## config.mk

```make
export PLATFORM = sky130hd
export DESIGN_NAME = xbar_write_path
export DESIGN_NICKNAME = d
export VERILOG_FILES = /design/src/logic/xbar_pkg.sv /design/src/logic/xbar_addr_decode.sv /design/src/logic/xbar_rr_arbiter.sv /design/src/logic/xbar_write_path.sv
export VERILOG_INCLUDE_DIRS = /design/src /design/src/include
export SDC_FILE = /design/constraint.sdc
export NUM_CORES = 2
export LEC_CHECK = 0
export CAP_MARGIN = 20
export CORE_AREA = 2 2 445 447
export CTS_CLUSTER_DIAMETER = 100
export DETAILED_ROUTE_END_ITERATION = 16
export DIE_AREA = 0 0 447 449
export DONT_BUFFER_PORTS = 1
export HOLD_SLACK_MARGIN = 0.03
export PLACE_DENSITY = 0.39
export SLEW_MARGIN = 0
export SYNTH_ARGS = -nofsm -noshare
export SYNTH_HDL_FRONTEND = slang
export SYNTH_HIERARCHICAL = 1
export SYNTH_SLANG_ARGS = --single-unit
```

## constraint.sdc

```tcl
create_clock -name clk -period 10.75 [get_ports clk]
set_input_delay 0.5375 -clock clk [delete_from_list [all_inputs] [get_ports clk]]
set_output_delay 0.5375 -clock clk [all_outputs]
set_load 0.02 [all_outputs]
```

## src/include/xbar_settings.svh

```systemverilog
// build-time settings for the crossbar
// the address map is fixed, regions must not overlap
// every region needs the upper 32 address bits at zero
// a mask is region size minus one, so sizes are powers of two
`ifndef XBAR_SETTINGS_SVH
`define XBAR_SETTINGS_SVH

`define XBAR_MGR_N 3   // dm, ifu, lsu
`define XBAR_SUB_N 5   // clint, plic, preph, sys, mem

`define XBAR_ADDR_W 64
`define XBAR_DATA_W 64

// 64 KiB
`define XBAR_CLINT_BASE 64'h0000_0000_0200_0000
`define XBAR_CLINT_MASK 64'h0000_0000_0000_ffff
// 64 MiB
`define XBAR_PLIC_BASE  64'h0000_0000_0c00_0000
`define XBAR_PLIC_MASK  64'h0000_0000_03ff_ffff
// 256 MiB
`define XBAR_PREPH_BASE 64'h0000_0000_2000_0000
`define XBAR_PREPH_MASK 64'h0000_0000_0fff_ffff
// 1 GiB
`define XBAR_SYS_BASE   64'h0000_0000_4000_0000
`define XBAR_SYS_MASK   64'h0000_0000_3fff_ffff
// 2 GiB
`define XBAR_MEM_BASE   64'h0000_0000_8000_0000
`define XBAR_MEM_MASK   64'h0000_0000_7fff_ffff

`endif

```

## src/logic/xbar_pkg.sv

```systemverilog
// types shared by the crossbar and its testbench
// widths come from the settings header
// wr_req_t carries AW and W together, no prot, id or burst fields
`include "xbar_settings.svh"

package xbar_pkg;

	typedef logic [`XBAR_ADDR_W-1:0] addr_t;
	typedef logic [`XBAR_DATA_W-1:0] data_t;
	typedef logic [`XBAR_DATA_W/8-1:0] strb_t;
	typedef logic [1:0] resp_t;

	typedef logic [$clog2(`XBAR_MGR_N)-1:0] mgr_idx_t;
	typedef logic [$clog2(`XBAR_SUB_N)-1:0] sub_idx_t;
	typedef logic [`XBAR_MGR_N-1:0] mgr_vec_t;   // bit 0 is dm
	typedef logic [`XBAR_SUB_N-1:0] sub_vec_t;   // bit 0 is clint

	// AXI response codes, only these two are produced here
	localparam resp_t RESP_OKAY = 2'b00;
	localparam resp_t RESP_DECERR = 2'b11;

	// AW + W in one beat
	typedef struct packed {
		addr_t addr;
		data_t data;
		strb_t strb;
	} wr_req_t;

	typedef struct packed {
		resp_t resp;
	} wr_rsp_t;

	typedef struct packed {
		addr_t addr;
	} rd_req_t;

	typedef struct packed {
		data_t data;
		resp_t resp;
	} rd_rsp_t;

endpackage

```

## src/logic/xbar_addr_decode.sv

```systemverilog
// address to subordinate index, purely combinational
// index order clint, plic, preph, sys, mem
// miss is high when no region matches, sub_sel is then 0
`include "xbar_settings.svh"

module xbar_addr_decode
	import xbar_pkg::*;
(
	input addr_t addr,
	output sub_idx_t sub_sel,
	output logic miss
);

	localparam addr_t REGION_BASE [`XBAR_SUB_N] = '{
		`XBAR_CLINT_BASE,
		`XBAR_PLIC_BASE,
		`XBAR_PREPH_BASE,
		`XBAR_SYS_BASE,
		`XBAR_MEM_BASE
	};
	localparam addr_t REGION_MASK [`XBAR_SUB_N] = '{
		`XBAR_CLINT_MASK,
		`XBAR_PLIC_MASK,
		`XBAR_PREPH_MASK,
		`XBAR_SYS_MASK,
		`XBAR_MEM_MASK
	};

	sub_vec_t hit;

	always_comb begin
		sub_sel = '0;
		for (int s = 0; s < `XBAR_SUB_N; s++) begin
			hit[s] = (addr & ~REGION_MASK[s]) == REGION_BASE[s];   // upper bits must be zero too
			if (hit[s]) begin
				sub_sel = sub_idx_t'(s);
			end
		end
		miss = ~|hit;
		// overlapping regions would make the routing ambiguous
		assert ($onehot0(hit));
	end

endmodule

```

## src/logic/xbar_rr_arbiter.sv

```systemverilog
// round-robin arbiter for one subordinate lane
// a grant is given in the cycle the request shows up, then held
// until release_lock, new requests wait while busy
// after reset the search starts at manager 0 (dm)
`include "xbar_settings.svh"

module xbar_rr_arbiter
	import xbar_pkg::*;
(
	input logic clk,
	input logic arst_n,
	input mgr_vec_t req,
	input logic release_lock,
	output mgr_vec_t grant,
	output mgr_idx_t gnt_idx,
	output logic busy
);

	mgr_idx_t last_q;   // last grantee, also the lock owner while busy
	logic busy_q;
	mgr_idx_t pick_idx;
	logic pick_any;

	// search starts one past the last grantee
	always_comb begin
		int cand;
		pick_any = 1'b0;
		pick_idx = last_q;
		for (int k = 1; k <= `XBAR_MGR_N; k++) begin
			cand = (int'(last_q) + k) % `XBAR_MGR_N;
			if (!pick_any && req[cand]) begin
				pick_any = 1'b1;
				pick_idx = mgr_idx_t'(cand);
			end
		end
	end

	assign busy = busy_q;
	assign gnt_idx = busy_q ? last_q : pick_idx;
	assign grant = (busy_q || pick_any) ? mgr_vec_t'(1) << gnt_idx : '0;

	always_ff @(posedge clk or negedge arst_n) begin
		if (!arst_n) begin
			busy_q <= 1'b0;
			last_q <= mgr_idx_t'(`XBAR_MGR_N - 1);   // dm comes first
		end else if (busy_q) begin
			if (release_lock) begin
				busy_q <= 1'b0;
			end
		end else if (pick_any) begin
			busy_q <= 1'b1;
			last_q <= pick_idx;
		end
	end

	assert property (@(posedge clk) disable iff (!arst_n) $onehot0(grant));

	// the lock owner cannot change before release
	assert property (@(posedge clk) disable iff (!arst_n)
		busy && !release_lock |=> busy && $stable(grant));

endmodule

```

## src/logic/xbar_write_path.sv

```systemverilog
// write side of the crossbar, AW and W travel as one request
// one write in flight per manager, a lane stays locked to its
// manager until that manager takes the B response
// unmapped writes are accepted at once and answered with DECERR
`include "xbar_settings.svh"

module xbar_write_path
	import xbar_pkg::*;
(
	input logic clk,
	input logic arst_n,
	// manager side
	input wr_req_t [`XBAR_MGR_N-1:0] wr_req,
	input mgr_vec_t wr_valid,
	output mgr_vec_t wr_ready,
	output wr_rsp_t [`XBAR_MGR_N-1:0] wr_rsp,
	output mgr_vec_t b_valid,
	input mgr_vec_t b_ready,
	// subordinate side
	output wr_req_t [`XBAR_SUB_N-1:0] s_wr_req,
	output sub_vec_t s_wr_valid,
	input sub_vec_t s_wr_ready,
	input wr_rsp_t [`XBAR_SUB_N-1:0] s_wr_rsp,
	input sub_vec_t s_b_valid,
	output sub_vec_t s_b_ready
);

	sub_idx_t sel [`XBAR_MGR_N];
	mgr_vec_t miss;
	mgr_vec_t miss_acc;   // unmapped write taken this cycle
	mgr_vec_t pend_q;     // write accepted, B not yet taken
	mgr_vec_t miss_q;     // DECERR owed

	mgr_vec_t req [`XBAR_SUB_N];
	mgr_vec_t grant [`XBAR_SUB_N];
	mgr_idx_t gnt_idx [`XBAR_SUB_N];
	sub_vec_t busy;
	sub_vec_t take;       // fresh grant, not the held one
	sub_vec_t release_lock;

	wr_req_t [`XBAR_SUB_N-1:0] fwd_q;
	sub_vec_t fwd_v_q;
	wr_rsp_t [`XBAR_SUB_N-1:0] brsp_q;
	sub_vec_t bv_q;

	for (genvar i = 0; i < `XBAR_MGR_N; i++) begin : g_mgr
		xbar_addr_decode u_dec (
			.addr   (wr_req[i].addr),
			.sub_sel(sel[i]),
			.miss   (miss[i])
		);

		// B only ever answers a write this path took
		assert property (@(posedge clk) disable iff (!arst_n) b_valid[i] |-> pend_q[i]);
	end

	assign miss_acc = wr_valid & ~pend_q & miss;

	always_comb begin
		for (int s = 0; s < `XBAR_SUB_N; s++) begin
			for (int m = 0; m < `XBAR_MGR_N; m++) begin
				req[s][m] = wr_valid[m] && !pend_q[m] && !miss[m] && sel[m] == sub_idx_t'(s);
			end
		end
	end

	for (genvar s = 0; s < `XBAR_SUB_N; s++) begin : g_sub
		xbar_rr_arbiter u_arb (
			.clk         (clk),
			.arst_n      (arst_n),
			.req         (req[s]),
			.release_lock(release_lock[s]),
			.grant       (grant[s]),
			.gnt_idx     (gnt_idx[s]),
			.busy        (busy[s])
		);

		assign take[s] = |grant[s] && !busy[s];
		assign release_lock[s] = bv_q[s] && b_ready[gnt_idx[s]];
		// B taken only once the request has left the register
		assign s_b_ready[s] = busy[s] && !fwd_v_q[s] && !bv_q[s];
	end

	always_comb begin
		wr_ready = miss_acc;
		for (int s = 0; s < `XBAR_SUB_N; s++) begin
			if (take[s]) begin
				wr_ready = wr_ready | grant[s];
			end
		end
	end

	// response mux, a lane answers only its lock owner
	always_comb begin
		b_valid = miss_q;
		for (int m = 0; m < `XBAR_MGR_N; m++) begin
			wr_rsp[m].resp = RESP_DECERR;
		end
		for (int s = 0; s < `XBAR_SUB_N; s++) begin
			if (bv_q[s]) begin
				b_valid[gnt_idx[s]] = 1'b1;
				wr_rsp[gnt_idx[s]] = brsp_q[s];
			end
		end
	end

	always_ff @(posedge clk or negedge arst_n) begin
		if (!arst_n) begin
			pend_q <= '0;
			miss_q <= '0;
			fwd_v_q <= '0;
			bv_q <= '0;
		end else begin
			pend_q <= (pend_q | (wr_valid & wr_ready)) & ~(b_valid & b_ready);
			miss_q <= (miss_q & ~b_ready) | miss_acc;
			for (int s = 0; s < `XBAR_SUB_N; s++) begin
				if (take[s]) begin
					fwd_v_q[s] <= 1'b1;
				end else if (s_wr_ready[s]) begin
					fwd_v_q[s] <= 1'b0;
				end
				if (s_b_valid[s] && s_b_ready[s]) begin
					bv_q[s] <= 1'b1;
				end else if (release_lock[s]) begin
					bv_q[s] <= 1'b0;
				end
			end
		end
	end

	always_ff @(posedge clk) begin
		for (int s = 0; s < `XBAR_SUB_N; s++) begin
			if (take[s]) begin
				fwd_q[s] <= wr_req[gnt_idx[s]];
			end
			if (s_b_valid[s] && s_b_ready[s]) begin
				brsp_q[s] <= s_wr_rsp[s];
			end
		end
	end

	assign s_wr_req = fwd_q;
	assign s_wr_valid = fwd_v_q;

endmodule

```

==> impl_results.md <==
- Antenna violations before repair: 46
- Worst Tran Pin Value: 1290 ps
- Starting DRT DRC Count: 4093
- Clock Path Buffers: 3
- Yosys warning count: 6
- Number of global-route vias before repair: 33600
- # nets final: 4524
- Final hold violations: 0
- Worst setup path class: in -> out
- Critical path's largest stage delay: 1050 ps
- Clock transition at the registers of the reported paths: 70 ps
- Reg2reg start: pend_q[0]
- RSZ-0062 raised after global routing: false
- GRT Residual Overflow: 0
- Setup violations, final: 0
- Placed Area: 0.0420 mm^2
- Max-cap viol count: 0
- Gpl congestion: about 0.89
- Top delay family on crit path: simple AND/OR/NAND/NOR gates
- CP Cell Sequence: nor4_1 -> nand4_1 -> nor4_1 -> and3b_1 -> and4bb_1 -> a31oi_2 -> o22a_2 -> o221ai_4 -> buf_4 -> and2b_4 -> a32oi_1 -> mux2i_1 -> a21oi_1
- Worst Setup Start Kind: primary input
- Clock skew: 37.1 ps
- Layout cell share with drive strength beyond 1: 6.94%
- Status: completed
- Final WL: 230 mm
- Max H-tree Level: 3
- P&R area growth vs syn: 31.6%
- Crit path buffers/inverters: 1
- Port bufs: 0
- FFs w/ async S/R, synth: 4.30%
- Register area share after synthesis: 54.9%
- Pre-Repair DR Iteration Count: 8
- Initial Util: ~20%
- Fillers: 20600
- DIE HEIGHT: between 400 and 500 um
- First-pass GRT wire length: approximately 310 mm
- Fmax: about 130 MHz
- Final HPWL DP: roughly 150 mm
- Cell Rows: 163
- Die footprint: 0.201 mm^2
- Most common cell after layout, fill and taps aside: o21ai_0
- Max_slew headroom: roughly an eighth
- Period utilization: 70.5%
- Data required time of the worst path: 10210 ps
- Most frequent cells in the layout: o21ai_0, mux2i_1, nand2_1
- Crit path max-delay cell type: nor4_1
- FF+latch count, synth: approximately 720
- Routed len/inst: 33.8 um
- Pwr/cell area: approximately 130 mW/mm^2
- Top cell by count, worst path: nor4_1
- Worst path arrival time: 7040 ps
- Core area: 0.196 mm^2
- Fin crit period: 7570 ps
- WHS Endpoint: s_wr_req[265]
- CTS tree: built
- Setup TNS: 0 ps
- Vias per cell: 5.10
- Crit path depth: 13
- Total CTS buffers: 91
- Largest net degree at the start of global routing: 106
- Worst VDD drop: approximately 120 uV
- DRC: 0
- Syn nets: 3958
- Die X: 447 um
- Worst setup EP type: output port
- Finished layout cell area: between 0.05 and 0.06 mm^2
- Root Buffer: clkbuf_16
- Post-synthesis cell type count: 65
- Clock Sinks: 721
- Clock Latency Late Sink: 760 ps
- Worst hold path startpoint: wr_req[129]
- Worst setup path startpoint: wr_req[265]
- Leakage: 0.0198 uW
- Max Slew Vio Count: 0
- Post-cts resize count: 0
- Post-Syn Area: 0.0392 mm^2
- Syn_area_per_cell: 11.1 um^2
- Worst R2R End: s_wr_req[579]
- Setup Buffers After CTS: 0
- Prevailing post-synth register cell: edfxtp_1
- R2r setup slk: 4900 ps
- Hold buffer count at cts: about 650
- Routed Antenna Nets: 0
- Worst r2r path cells: 12
- Post-synth EDFFs: 690
- I/O pins: ~1100
- DR vias: 34700
- Hold Path Class: in -> reg
- Critical path fanouts, max: 29
- Synthesized instance count: 3512
- Hold Path Depth: 2
- Total Routing Usage GR: 22.0%
worst max path at each step:
stage	end	slack, ps
after global routing	s_wr_req[579]	2910
after CTS	s_wr_req[579]	3150
final	wr_rsp[3]	3180
after global placement	s_wr_req[580]	2910
after detailed placement	s_wr_req[62]	2840
after floorplan	s_wr_req[272]	1130
per-stage QoR:
stage | setup WS, ps | cells | total power (uW) | util [%] | hold WS (ps)
after global placement | 2910 | 5977 | 3240 | 21.4 | 245
after floorplan | 1130 | 3512 | 3200 | - | 242
after CTS | 3150 | 6785 | 6630 | 26.2 | 30.1
after global routing | 2910 | 6801 | 6750 | 26.2 | 66.9
after detailed placement | 2840 | 5977 | 3240 | 21.4 | 245
final | 3180 | 6807 | 6570 | 26.3 | 88.7
state kept, by name, summed over array words and instances (netlist names):
| signal | flops |
|---|---|
| s_wr_req | 680 |
| brsp_q | 10 |
| g_sub.u_arb/last_q | 10 |
| bv_q | 5 |
| g_sub.u_arb/busy | 5 |
| s_wr_valid | 5 |
| miss_q | 3 |
| pend_q | 3 |
per-layer routing:
metal / routed length, um / up-vias / share of wire [%] / global-route usage (%)
met1: 88400 / 17800 / 38 / 26.8
met3: 24000 / 459 / 10 / 6.87
met5: 70 / - / 0.030 / 0
li1: - / 14200 / - / -
met4: 12600 / 10 / 5.5 / 11.1
met2: 105000 / 2255 / 46 / 34.8
synthesized netlist by cell type, types with 6 or more instances:
library cell	number	area share, %
clkbuf_1	64	0.61
o22a_2	10	0.26
nand2_1	691	6.6
o21ai_1	11	0.14
nand3_1	9	0.12
nand2b_1	11	0.18
nor3b_2	12	0.38
dfrtp_1	26	1.7
o21bai_1	10	0.19
o21ai_0	704	9.0
and2b_1	9	0.17
and2_1	15	0.24
ha_1	10	0.32
buf_6	7	0.20
buf_2	164	2.1
a31oi_1	10	0.16
nor2_1	21	0.20
or2_2	10	0.16
nor4_2	12	0.38
nand3b_1	11	0.21
edfxtp_1	690	53
mux2i_1	699	18
nand4_1	17	0.27
nor4_1	32	0.51
o221ai_1	11	0.25
a221oi_1	9	0.20
inv_1	45	0.43
buf_4	6	0.12
nor2b_1	14	0.22
a21oi_1	18	0.23
nor3_1	27	0.35
o2111ai_1	10	0.22
power breakdown:
group | switching [uW] | total [uW] | internal [uW]
registers | 8.59 | 3050 | 3040
clock network | 1360 | 3130 | 1770
logic | 195 | 393 | 198
total | 1560 | 6570 | 5010
kinds of logic (layout without fill, tap and decap cells):
group                      after synthesis  in the layout  share of synthesized area [%]
buffers and inverters                  297            932                           3.57
muxes                                  699            699                           17.9
and+or+nand+nor                        927            927                           10.9
AOI/OAI and AO/OA                      853            853                           12.3
adders and majority gates               15             15                          0.447
other                                    0             20                              0
DFF                                    721            721                           54.9
layout make-up:
type                    instances  area [um^2]  share of cell area, %
flip-flops and latches        721        21500                   41.7
multi-input cells            2494        16400                   31.8
repair buffers                720         7170                   13.9
well taps                    2640         3300                   6.41
clock buffers                 115         2440                   4.74
clock inverters                47          483                  0.938
inverters                      50          188                  0.364
diodes                         20         50.0                 0.0972
No activity file was read; power rests on OpenSTA's default activity.
