==> config.mk <==
export PLATFORM = sky130hd
export DESIGN_NAME = xbar_read_path
export DESIGN_NICKNAME = d
export VERILOG_FILES = /design/src/logic/xbar_pkg.sv /design/src/logic/xbar_addr_decode.sv /design/src/logic/xbar_read_path.sv /design/src/logic/xbar_rr_arbiter.sv
export VERILOG_INCLUDE_DIRS = /design/src /design/src/include
export SDC_FILE = /design/constraint.sdc
export NUM_CORES = 2
export LEC_CHECK = 0
export BUFFER_PORTS_ARGS = -buffer_cell sky130_fd_sc_hd__buf_2
export CORE_AREA = 2 2 413 415
export CTS_CLUSTER_SIZE = 8
export DETAILED_ROUTE_END_ITERATION = 8
export DIE_AREA = 0 0 415 417
export PLACE_DENSITY = 0.44
export SKIP_CTS_REPAIR_TIMING = 1
export SLEW_MARGIN = 25
export SYNTH_ARGS = -nofsm -noshare
export SYNTH_HDL_FRONTEND = slang
export SYNTH_SLANG_ARGS = --single-unit
==> constraint.sdc <==
create_clock -name clk -period 6.6 [get_ports clk]
set_clock_uncertainty 0.15 [all_clocks]
set_input_delay 0.66 -clock clk [delete_from_list [all_inputs] [get_ports clk]]
set_output_delay 0.66 -clock clk [all_outputs]
set_load 0.01 [all_outputs]
==> src/include/xbar_settings.svh <==
// build-time settings for the crossbar
// the address map is fixed, regions must not overlap
// every region needs the upper 32 address bits at zero
// a mask is region size minus one, so sizes are powers of two
`ifndef XBAR_SETTINGS_SVH
`define XBAR_SETTINGS_SVH

`define XBAR_MGR_N 3   // dm, ifu, lsu
`define XBAR_SUB_N 5   // clint, plic, preph, sys, mem

`define XBAR_ADDR_W 64
`define XBAR_DATA_W 64

// 64 KiB
`define XBAR_CLINT_BASE 64'h0000_0000_0200_0000
`define XBAR_CLINT_MASK 64'h0000_0000_0000_ffff
// 64 MiB
`define XBAR_PLIC_BASE  64'h0000_0000_0c00_0000
`define XBAR_PLIC_MASK  64'h0000_0000_03ff_ffff
// 256 MiB
`define XBAR_PREPH_BASE 64'h0000_0000_2000_0000
`define XBAR_PREPH_MASK 64'h0000_0000_0fff_ffff
// 1 GiB
`define XBAR_SYS_BASE   64'h0000_0000_4000_0000
`define XBAR_SYS_MASK   64'h0000_0000_3fff_ffff
// 2 GiB
`define XBAR_MEM_BASE   64'h0000_0000_8000_0000
`define XBAR_MEM_MASK   64'h0000_0000_7fff_ffff

`endif

==> src/logic/xbar_pkg.sv <==
// types shared by the crossbar and its testbench
// widths come from the settings header
// wr_req_t carries AW and W together, no prot, id or burst fields
`include "xbar_settings.svh"

package xbar_pkg;

	typedef logic [`XBAR_ADDR_W-1:0] addr_t;
	typedef logic [`XBAR_DATA_W-1:0] data_t;
	typedef logic [`XBAR_DATA_W/8-1:0] strb_t;
	typedef logic [1:0] resp_t;

	typedef logic [$clog2(`XBAR_MGR_N)-1:0] mgr_idx_t;
	typedef logic [$clog2(`XBAR_SUB_N)-1:0] sub_idx_t;
	typedef logic [`XBAR_MGR_N-1:0] mgr_vec_t;   // bit 0 is dm
	typedef logic [`XBAR_SUB_N-1:0] sub_vec_t;   // bit 0 is clint

	// AXI response codes, only these two are produced here
	localparam resp_t RESP_OKAY = 2'b00;
	localparam resp_t RESP_DECERR = 2'b11;

	// AW + W in one beat
	typedef struct packed {
		addr_t addr;
		data_t data;
		strb_t strb;
	} wr_req_t;

	typedef struct packed {
		resp_t resp;
	} wr_rsp_t;

	typedef struct packed {
		addr_t addr;
	} rd_req_t;

	typedef struct packed {
		data_t data;
		resp_t resp;
	} rd_rsp_t;

endpackage

==> src/logic/xbar_addr_decode.sv <==
// address to subordinate index, purely combinational
// index order clint, plic, preph, sys, mem
// miss is high when no region matches, sub_sel is then 0
`include "xbar_settings.svh"

module xbar_addr_decode
	import xbar_pkg::*;
(
	input addr_t addr,
	output sub_idx_t sub_sel,
	output logic miss
);

	localparam addr_t REGION_BASE [`XBAR_SUB_N] = '{
		`XBAR_CLINT_BASE,
		`XBAR_PLIC_BASE,
		`XBAR_PREPH_BASE,
		`XBAR_SYS_BASE,
		`XBAR_MEM_BASE
	};
	localparam addr_t REGION_MASK [`XBAR_SUB_N] = '{
		`XBAR_CLINT_MASK,
		`XBAR_PLIC_MASK,
		`XBAR_PREPH_MASK,
		`XBAR_SYS_MASK,
		`XBAR_MEM_MASK
	};

	sub_vec_t hit;

	always_comb begin
		sub_sel = '0;
		for (int s = 0; s < `XBAR_SUB_N; s++) begin
			hit[s] = (addr & ~REGION_MASK[s]) == REGION_BASE[s];   // upper bits must be zero too
			if (hit[s]) begin
				sub_sel = sub_idx_t'(s);
			end
		end
		miss = ~|hit;
		// overlapping regions would make the routing ambiguous
		assert ($onehot0(hit));
	end

endmodule

==> src/logic/xbar_read_path.sv <==
// read side of the crossbar, mirrors the write side
// one read in flight per manager, lane locked until R is taken
// unmapped reads get DECERR with zero data a cycle later
`include "xbar_settings.svh"

module xbar_read_path
	import xbar_pkg::*;
(
	input logic clk,
	input logic arst_n,
	// manager side
	input rd_req_t [`XBAR_MGR_N-1:0] rd_req,
	input mgr_vec_t rd_valid,
	output mgr_vec_t rd_ready,
	output rd_rsp_t [`XBAR_MGR_N-1:0] rd_rsp,
	output mgr_vec_t r_valid,
	input mgr_vec_t r_ready,
	// subordinate side
	output rd_req_t [`XBAR_SUB_N-1:0] s_rd_req,
	output sub_vec_t s_rd_valid,
	input sub_vec_t s_rd_ready,
	input rd_rsp_t [`XBAR_SUB_N-1:0] s_rd_rsp,
	input sub_vec_t s_r_valid,
	output sub_vec_t s_r_ready
);

	sub_idx_t sel [`XBAR_MGR_N];
	mgr_vec_t miss;
	mgr_vec_t miss_acc;
	mgr_vec_t pend_q;     // read accepted, R not yet taken
	mgr_vec_t miss_q;

	mgr_vec_t req [`XBAR_SUB_N];
	mgr_vec_t grant [`XBAR_SUB_N];
	mgr_idx_t gnt_idx [`XBAR_SUB_N];
	sub_vec_t busy;
	sub_vec_t take;
	sub_vec_t release_lock;

	rd_req_t [`XBAR_SUB_N-1:0] fwd_q;
	sub_vec_t fwd_v_q;
	rd_rsp_t [`XBAR_SUB_N-1:0] rrsp_q;
	sub_vec_t rv_q;

	for (genvar i = 0; i < `XBAR_MGR_N; i++) begin : g_mgr
		xbar_addr_decode u_dec (
			.addr   (rd_req[i].addr),
			.sub_sel(sel[i]),
			.miss   (miss[i])
		);
	end

	assign miss_acc = rd_valid & ~pend_q & miss;

	always_comb begin
		for (int s = 0; s < `XBAR_SUB_N; s++) begin
			for (int m = 0; m < `XBAR_MGR_N; m++) begin
				req[s][m] = rd_valid[m] && !pend_q[m] && !miss[m] && sel[m] == sub_idx_t'(s);
			end
		end
	end

	for (genvar s = 0; s < `XBAR_SUB_N; s++) begin : g_sub
		xbar_rr_arbiter u_arb (
			.clk         (clk),
			.arst_n      (arst_n),
			.req         (req[s]),
			.release_lock(release_lock[s]),
			.grant       (grant[s]),
			.gnt_idx     (gnt_idx[s]),
			.busy        (busy[s])
		);

		assign take[s] = |grant[s] && !busy[s];
		assign release_lock[s] = rv_q[s] && r_ready[gnt_idx[s]];
		assign s_r_ready[s] = busy[s] && !fwd_v_q[s] && !rv_q[s];
	end

	always_comb begin
		rd_ready = miss_acc;
		for (int s = 0; s < `XBAR_SUB_N; s++) begin
			if (take[s]) begin
				rd_ready = rd_ready | grant[s];
			end
		end
	end

	always_comb begin
		r_valid = miss_q;
		for (int m = 0; m < `XBAR_MGR_N; m++) begin
			rd_rsp[m] = '{data: '0, resp: RESP_DECERR};   // miss reply, data zero
		end
		for (int s = 0; s < `XBAR_SUB_N; s++) begin
			if (rv_q[s]) begin
				r_valid[gnt_idx[s]] = 1'b1;
				rd_rsp[gnt_idx[s]] = rrsp_q[s];
			end
		end
	end

	always_ff @(posedge clk or negedge arst_n) begin
		if (!arst_n) begin
			pend_q <= '0;
			miss_q <= '0;
			fwd_v_q <= '0;
			rv_q <= '0;
		end else begin
			pend_q <= (pend_q | (rd_valid & rd_ready)) & ~(r_valid & r_ready);
			miss_q <= (miss_q & ~r_ready) | miss_acc;
			for (int s = 0; s < `XBAR_SUB_N; s++) begin
				if (take[s]) begin
					fwd_v_q[s] <= 1'b1;
				end else if (s_rd_ready[s]) begin
					fwd_v_q[s] <= 1'b0;
				end
				if (s_r_valid[s] && s_r_ready[s]) begin
					rv_q[s] <= 1'b1;
				end else if (release_lock[s]) begin
					rv_q[s] <= 1'b0;
				end
			end
		end
	end

	always_ff @(posedge clk) begin
		for (int s = 0; s < `XBAR_SUB_N; s++) begin
			if (take[s]) begin
				fwd_q[s] <= rd_req[gnt_idx[s]];
			end
			if (s_r_valid[s] && s_r_ready[s]) begin
				rrsp_q[s] <= s_rd_rsp[s];
			end
		end
	end

	assign s_rd_req = fwd_q;
	assign s_rd_valid = fwd_v_q;

endmodule

==> src/logic/xbar_rr_arbiter.sv <==
// round-robin arbiter for one subordinate lane
// a grant is given in the cycle the request shows up, then held
// until release_lock, new requests wait while busy
// after reset the search starts at manager 0 (dm)
`include "xbar_settings.svh"

module xbar_rr_arbiter
	import xbar_pkg::*;
(
	input logic clk,
	input logic arst_n,
	input mgr_vec_t req,
	input logic release_lock,
	output mgr_vec_t grant,
	output mgr_idx_t gnt_idx,
	output logic busy
);

	mgr_idx_t last_q;   // last grantee, also the lock owner while busy
	logic busy_q;
	mgr_idx_t pick_idx;
	logic pick_any;

	// search starts one past the last grantee
	always_comb begin
		int cand;
		pick_any = 1'b0;
		pick_idx = last_q;
		for (int k = 1; k <= `XBAR_MGR_N; k++) begin
			cand = (int'(last_q) + k) % `XBAR_MGR_N;
			if (!pick_any && req[cand]) begin
				pick_any = 1'b1;
				pick_idx = mgr_idx_t'(cand);
			end
		end
	end

	assign busy = busy_q;
	assign gnt_idx = busy_q ? last_q : pick_idx;
	assign grant = (busy_q || pick_any) ? mgr_vec_t'(1) << gnt_idx : '0;

	always_ff @(posedge clk or negedge arst_n) begin
		if (!arst_n) begin
			busy_q <= 1'b0;
			last_q <= mgr_idx_t'(`XBAR_MGR_N - 1);   // dm comes first
		end else if (busy_q) begin
			if (release_lock) begin
				busy_q <= 1'b0;
			end
		end else if (pick_any) begin
			busy_q <= 1'b1;
			last_q <= pick_idx;
		end
	end

	assert property (@(posedge clk) disable iff (!arst_n) $onehot0(grant));

	// the lock owner cannot change before release
	assert property (@(posedge clk) disable iff (!arst_n)
		busy && !release_lock |=> busy && $stable(grant));

endmodule

==> summary.md <==
| Metric | Value |
|---|---|
| CTS sink cnt | `681` |
| Initial antenna violation count | `46` |
| Vias/cell | `5.44` |
| Clk Latency, worst-skew pair | `750 ps` |
| Crit path time final | `6350 ps` |
| Hold path depth | `3` |
| CTS tree | `done` |
| FFs w/ async S/R, synth | `0.0455` |
| Fmax achieved | `158 MHz` |
| CP Class | `reg2out` |
| Total global-route track usage | `0.234` |
| Synth Area in Compound Gates | `0.217` |
| Sequential share of the synthesized area | `0.543` |
| H-Tree Depth | `3` |
| Detail Route Antenna Nets | `0` |
| Final nets | `5,274` |
| Overall die width | `415 um` |
| # rows | `151` |
| Mapped cell area | `37,400 sq um` |
| Cell Pwr Density | `271 nW/um^2` |
| Worst slew pin tran | `1020 ps` |
| Reg power frac | `0.366` |
| Final Setup Violations | `0` |
| Clk pwr share | `0.347` |
| FF-to-FF path depth | `12` |
| Post-synthesis mux area share | `0.0873` |
| RSZ-0062 raised after global routing | `no` |
| Most used DFF post-synth | `edfxtp_1` |
| VDD IR max | `0.299 mV` |
| GRT overflow | `0` |
| Unique masters post-synth | `91` |
| DR pass1 iterations | `6` |
| Synth Register Bits | `681` |
| Dpl hpwl | `142,000 um` |
| Total number of vias | `38,100` |
| Post-Synth Adder-Cell Area | `0.00469` |
| Status | `completed` |
| Slew Viols, Final | `0` |
| DRT Wirelength | `216,000 um` |
| Synth Area in Simple Gates | `0.105` |
| Vias in the first global route | `35,900` |
| Leakage | `19.5 nW` |
| Switching Power | `0.00476 W` |
| Die area | `173,000 sq um` |
| Sw Ratio | `0.337` |
| Xor/xnor share of the synthesized area | `0` |
| P&R area growth vs syn | `39.2%` |
| Hold Slack | `43.9 ps` |
| Setup TNS | `0 ps` |
| Core ar. | `169,000 sq um` |
| CP Data Required Time | `5790 ps` |
| Syn_area_per_cell | `11.0 sq um` |
| CTS max path bufs | `3` |
| CP Max Fanout | `32` |
| Kind of end point of the critical path | `output port` |
| CP max stage cell | `nor3_4` |
| Slowest stage delay, CP | `700 ps` |
| First DRT Iteration DRCs | `4,243` |
| Die height | `417 um` |
| Number of remaining DRC errors | `0` |
| Worst setup margin | `254 ps` |
| Critical Path Start Type | `register` |
| Post-synth EDFFs | `650` |
| TritonCTS Buffers | `98` |
| Clock Pin Slew Worst Setup and Hold Paths | `60 ps` |
| Total power | `0.0141 W` |
| Cell count after synthesis | `3,395` |
| First-pass GRT wire length | `288,000 um` |
| Layout cell share with drive strength beyond 1 | `0.306` |
| Arrival time worst endpoint | `5540 ps` |
| YS warnings | `0` |
| Critical path, cell by cell | `nand2b_1 > or3_1 > nor4_4 > or3b_1 > a221oi_2 > a211oi_1 > nand2b_1 > inv_4 > nor3_4 > buf_4 > a221oi_1 > o21ai_1 > buf_4 > buf_2` |
| Routed wire length per instance | `30.8 um` |
| Int Power | `0.00935 W` |
| Final Util | `0.309` |
| Placer Congestion | `0.854` |
| Worst Hold Class | `in2reg` |
| Comb pwr share | `0.287` |
| Filler Cells Inserted | `17,400` |
| PortBufs | `1,073` |
| Fin crit share | `0.961` |
| Largest family of logic cells by synthesized area | `compound AO/OA/AOI/OAI gates` |
| Slew margin rel. | `0.319` |
| Syn_nets | `3,945` |
| I/O Pins | `1,074` |
| Pin count of the biggest net entering global routing | `70` |
| Max-cap viol count | `0` |
| Initial core utilization | `0.222` |
| Pre-CTS setup slack | `379 ps` |
| Clk root buf | `clkbuf_16` |
| Final hold viol count | `0` |
path summary, 6_finish.rpt:
check / from / slack (ps) / end
worst min register to register: miss_q[0] / 400 / miss_q[0]
worst max-delay path: pend_q[0] / 250 / rd_rsp[35]
worst max register to register: pend_q[0] / 1860 / s_rd_req[96]
worst min-delay path: s_rd_ready[3] / 40 / s_rd_valid[3]
max in group asynchronous: arst_n / 5080 / s_rd_valid[0]
min in group asynchronous: arst_n / 580 / s_rd_valid[3]
cell usage after synthesis (38+ instances only):
| cell type | n | share of area |
|---|---|---|
| o21ai_0 | 438 | 0.059 |
| nand2_1 | 368 | 0.037 |
| buf_2 | 102 | 0.014 |
| nand3_1 | 92 | 0.012 |
| o21ai_1 | 168 | 0.022 |
| o22ai_1 | 68 | 0.011 |
| nor2_1 | 120 | 0.012 |
| a22oi_1 | 131 | 0.026 |
| edfxtp_1 | 650 | 0.52 |
| nor3_1 | 39 | 0.0052 |
| inv_1 | 50 | 0.0050 |
| a21oi_1 | 38 | 0.0051 |
| clkbuf_1 | 175 | 0.018 |
| a211oi_2 | 38 | 0.013 |
| a221oi_1 | 183 | 0.043 |
| mux2i_1 | 325 | 0.087 |
per-layer routing:
layer  vias to the layer above  wire length [um]  GRT usage  share of wire
met5                         -               148          0        0.00069
met4                        20             11000      0.123          0.051
met3                       636             16400     0.0470          0.076
met2                      2670            109000      0.409           0.50
met1                     18700             79600      0.269           0.37
li1                      16000                 -          -              -
power by group through the flow:
stage	logic, W	registers, W	clock network (W)
after floorplan	0.00214	0.00519	0
after global placement	0.00387	0.00524	0
after detailed placement	0.00386	0.00524	0
after CTS	0.00387	0.00516	0.00502
after global routing	0.00429	0.00517	0.00514
final	0.00405	0.00516	0.00490
area by class of cell:
cell class | count | area [sq um] | share of cell area
sequential | 681 | 20300 | 0.390
multi-input combinational | 2347 | 15700 | 0.302
timing repair buffer | 1540 | 10200 | 0.195
tap | 2218 | 2780 | 0.0533
clock buffer | 134 | 2630 | 0.0505
inverter | 56 | 233 | 0.00447
clock inverter | 10 | 150 | 0.00289
antenna | 22 | 55.1 | 0.00106
sequential cells by signal, summed over array words and instances, names as in the netlist:
signal and count:
rrsp_q 330, s_rd_req 320, g_sub.u_arb.last_q 10, g_sub.u_arb.busy 5, rv_q 5, s_rd_valid 5, miss_q 3, pend_q 3
stage by stage:
stage | area, sq um | instances
final | 52000 | 7008
after global routing | 52000 | 7002
after CTS | 48700 | 6656
after detailed placement | 45900 | 6512
after global placement | 45900 | 6511
after floorplan | 37400 | 3395
cells by family after synthesis:
group | Yosys count
compound gates | 1218
buf+inv | 367
simple gates | 788
mux | 326
flops | 681
fa+ha+maj | 15
critical path, delay by kind of cell, from the launching register on:
family          cells  cell delay (ps)
simple gates        6             2430
buf+inv             4              990
compound gates      4              910
flops               1              440
placed cells by master (no fill, tap or decap), types with 36 or more instances in the layout:
cell type and instances:
nand3_1 91, edfxtp_1 650, o21ai_1 168, clkbuf_16 99, buf_4 100, o22ai_1 68, a211oi_2 38, dlygate4sd3_1 330
inv_1 45, a22oi_1 131, o21ai_0 438, a21oi_1 37, nor3_1 36, nor2_1 114, nand2_1 368, buf_12 37
a221oi_1 183, mux2i_1 325, buf_2 1073
Power figures use the tool's default switching activity.
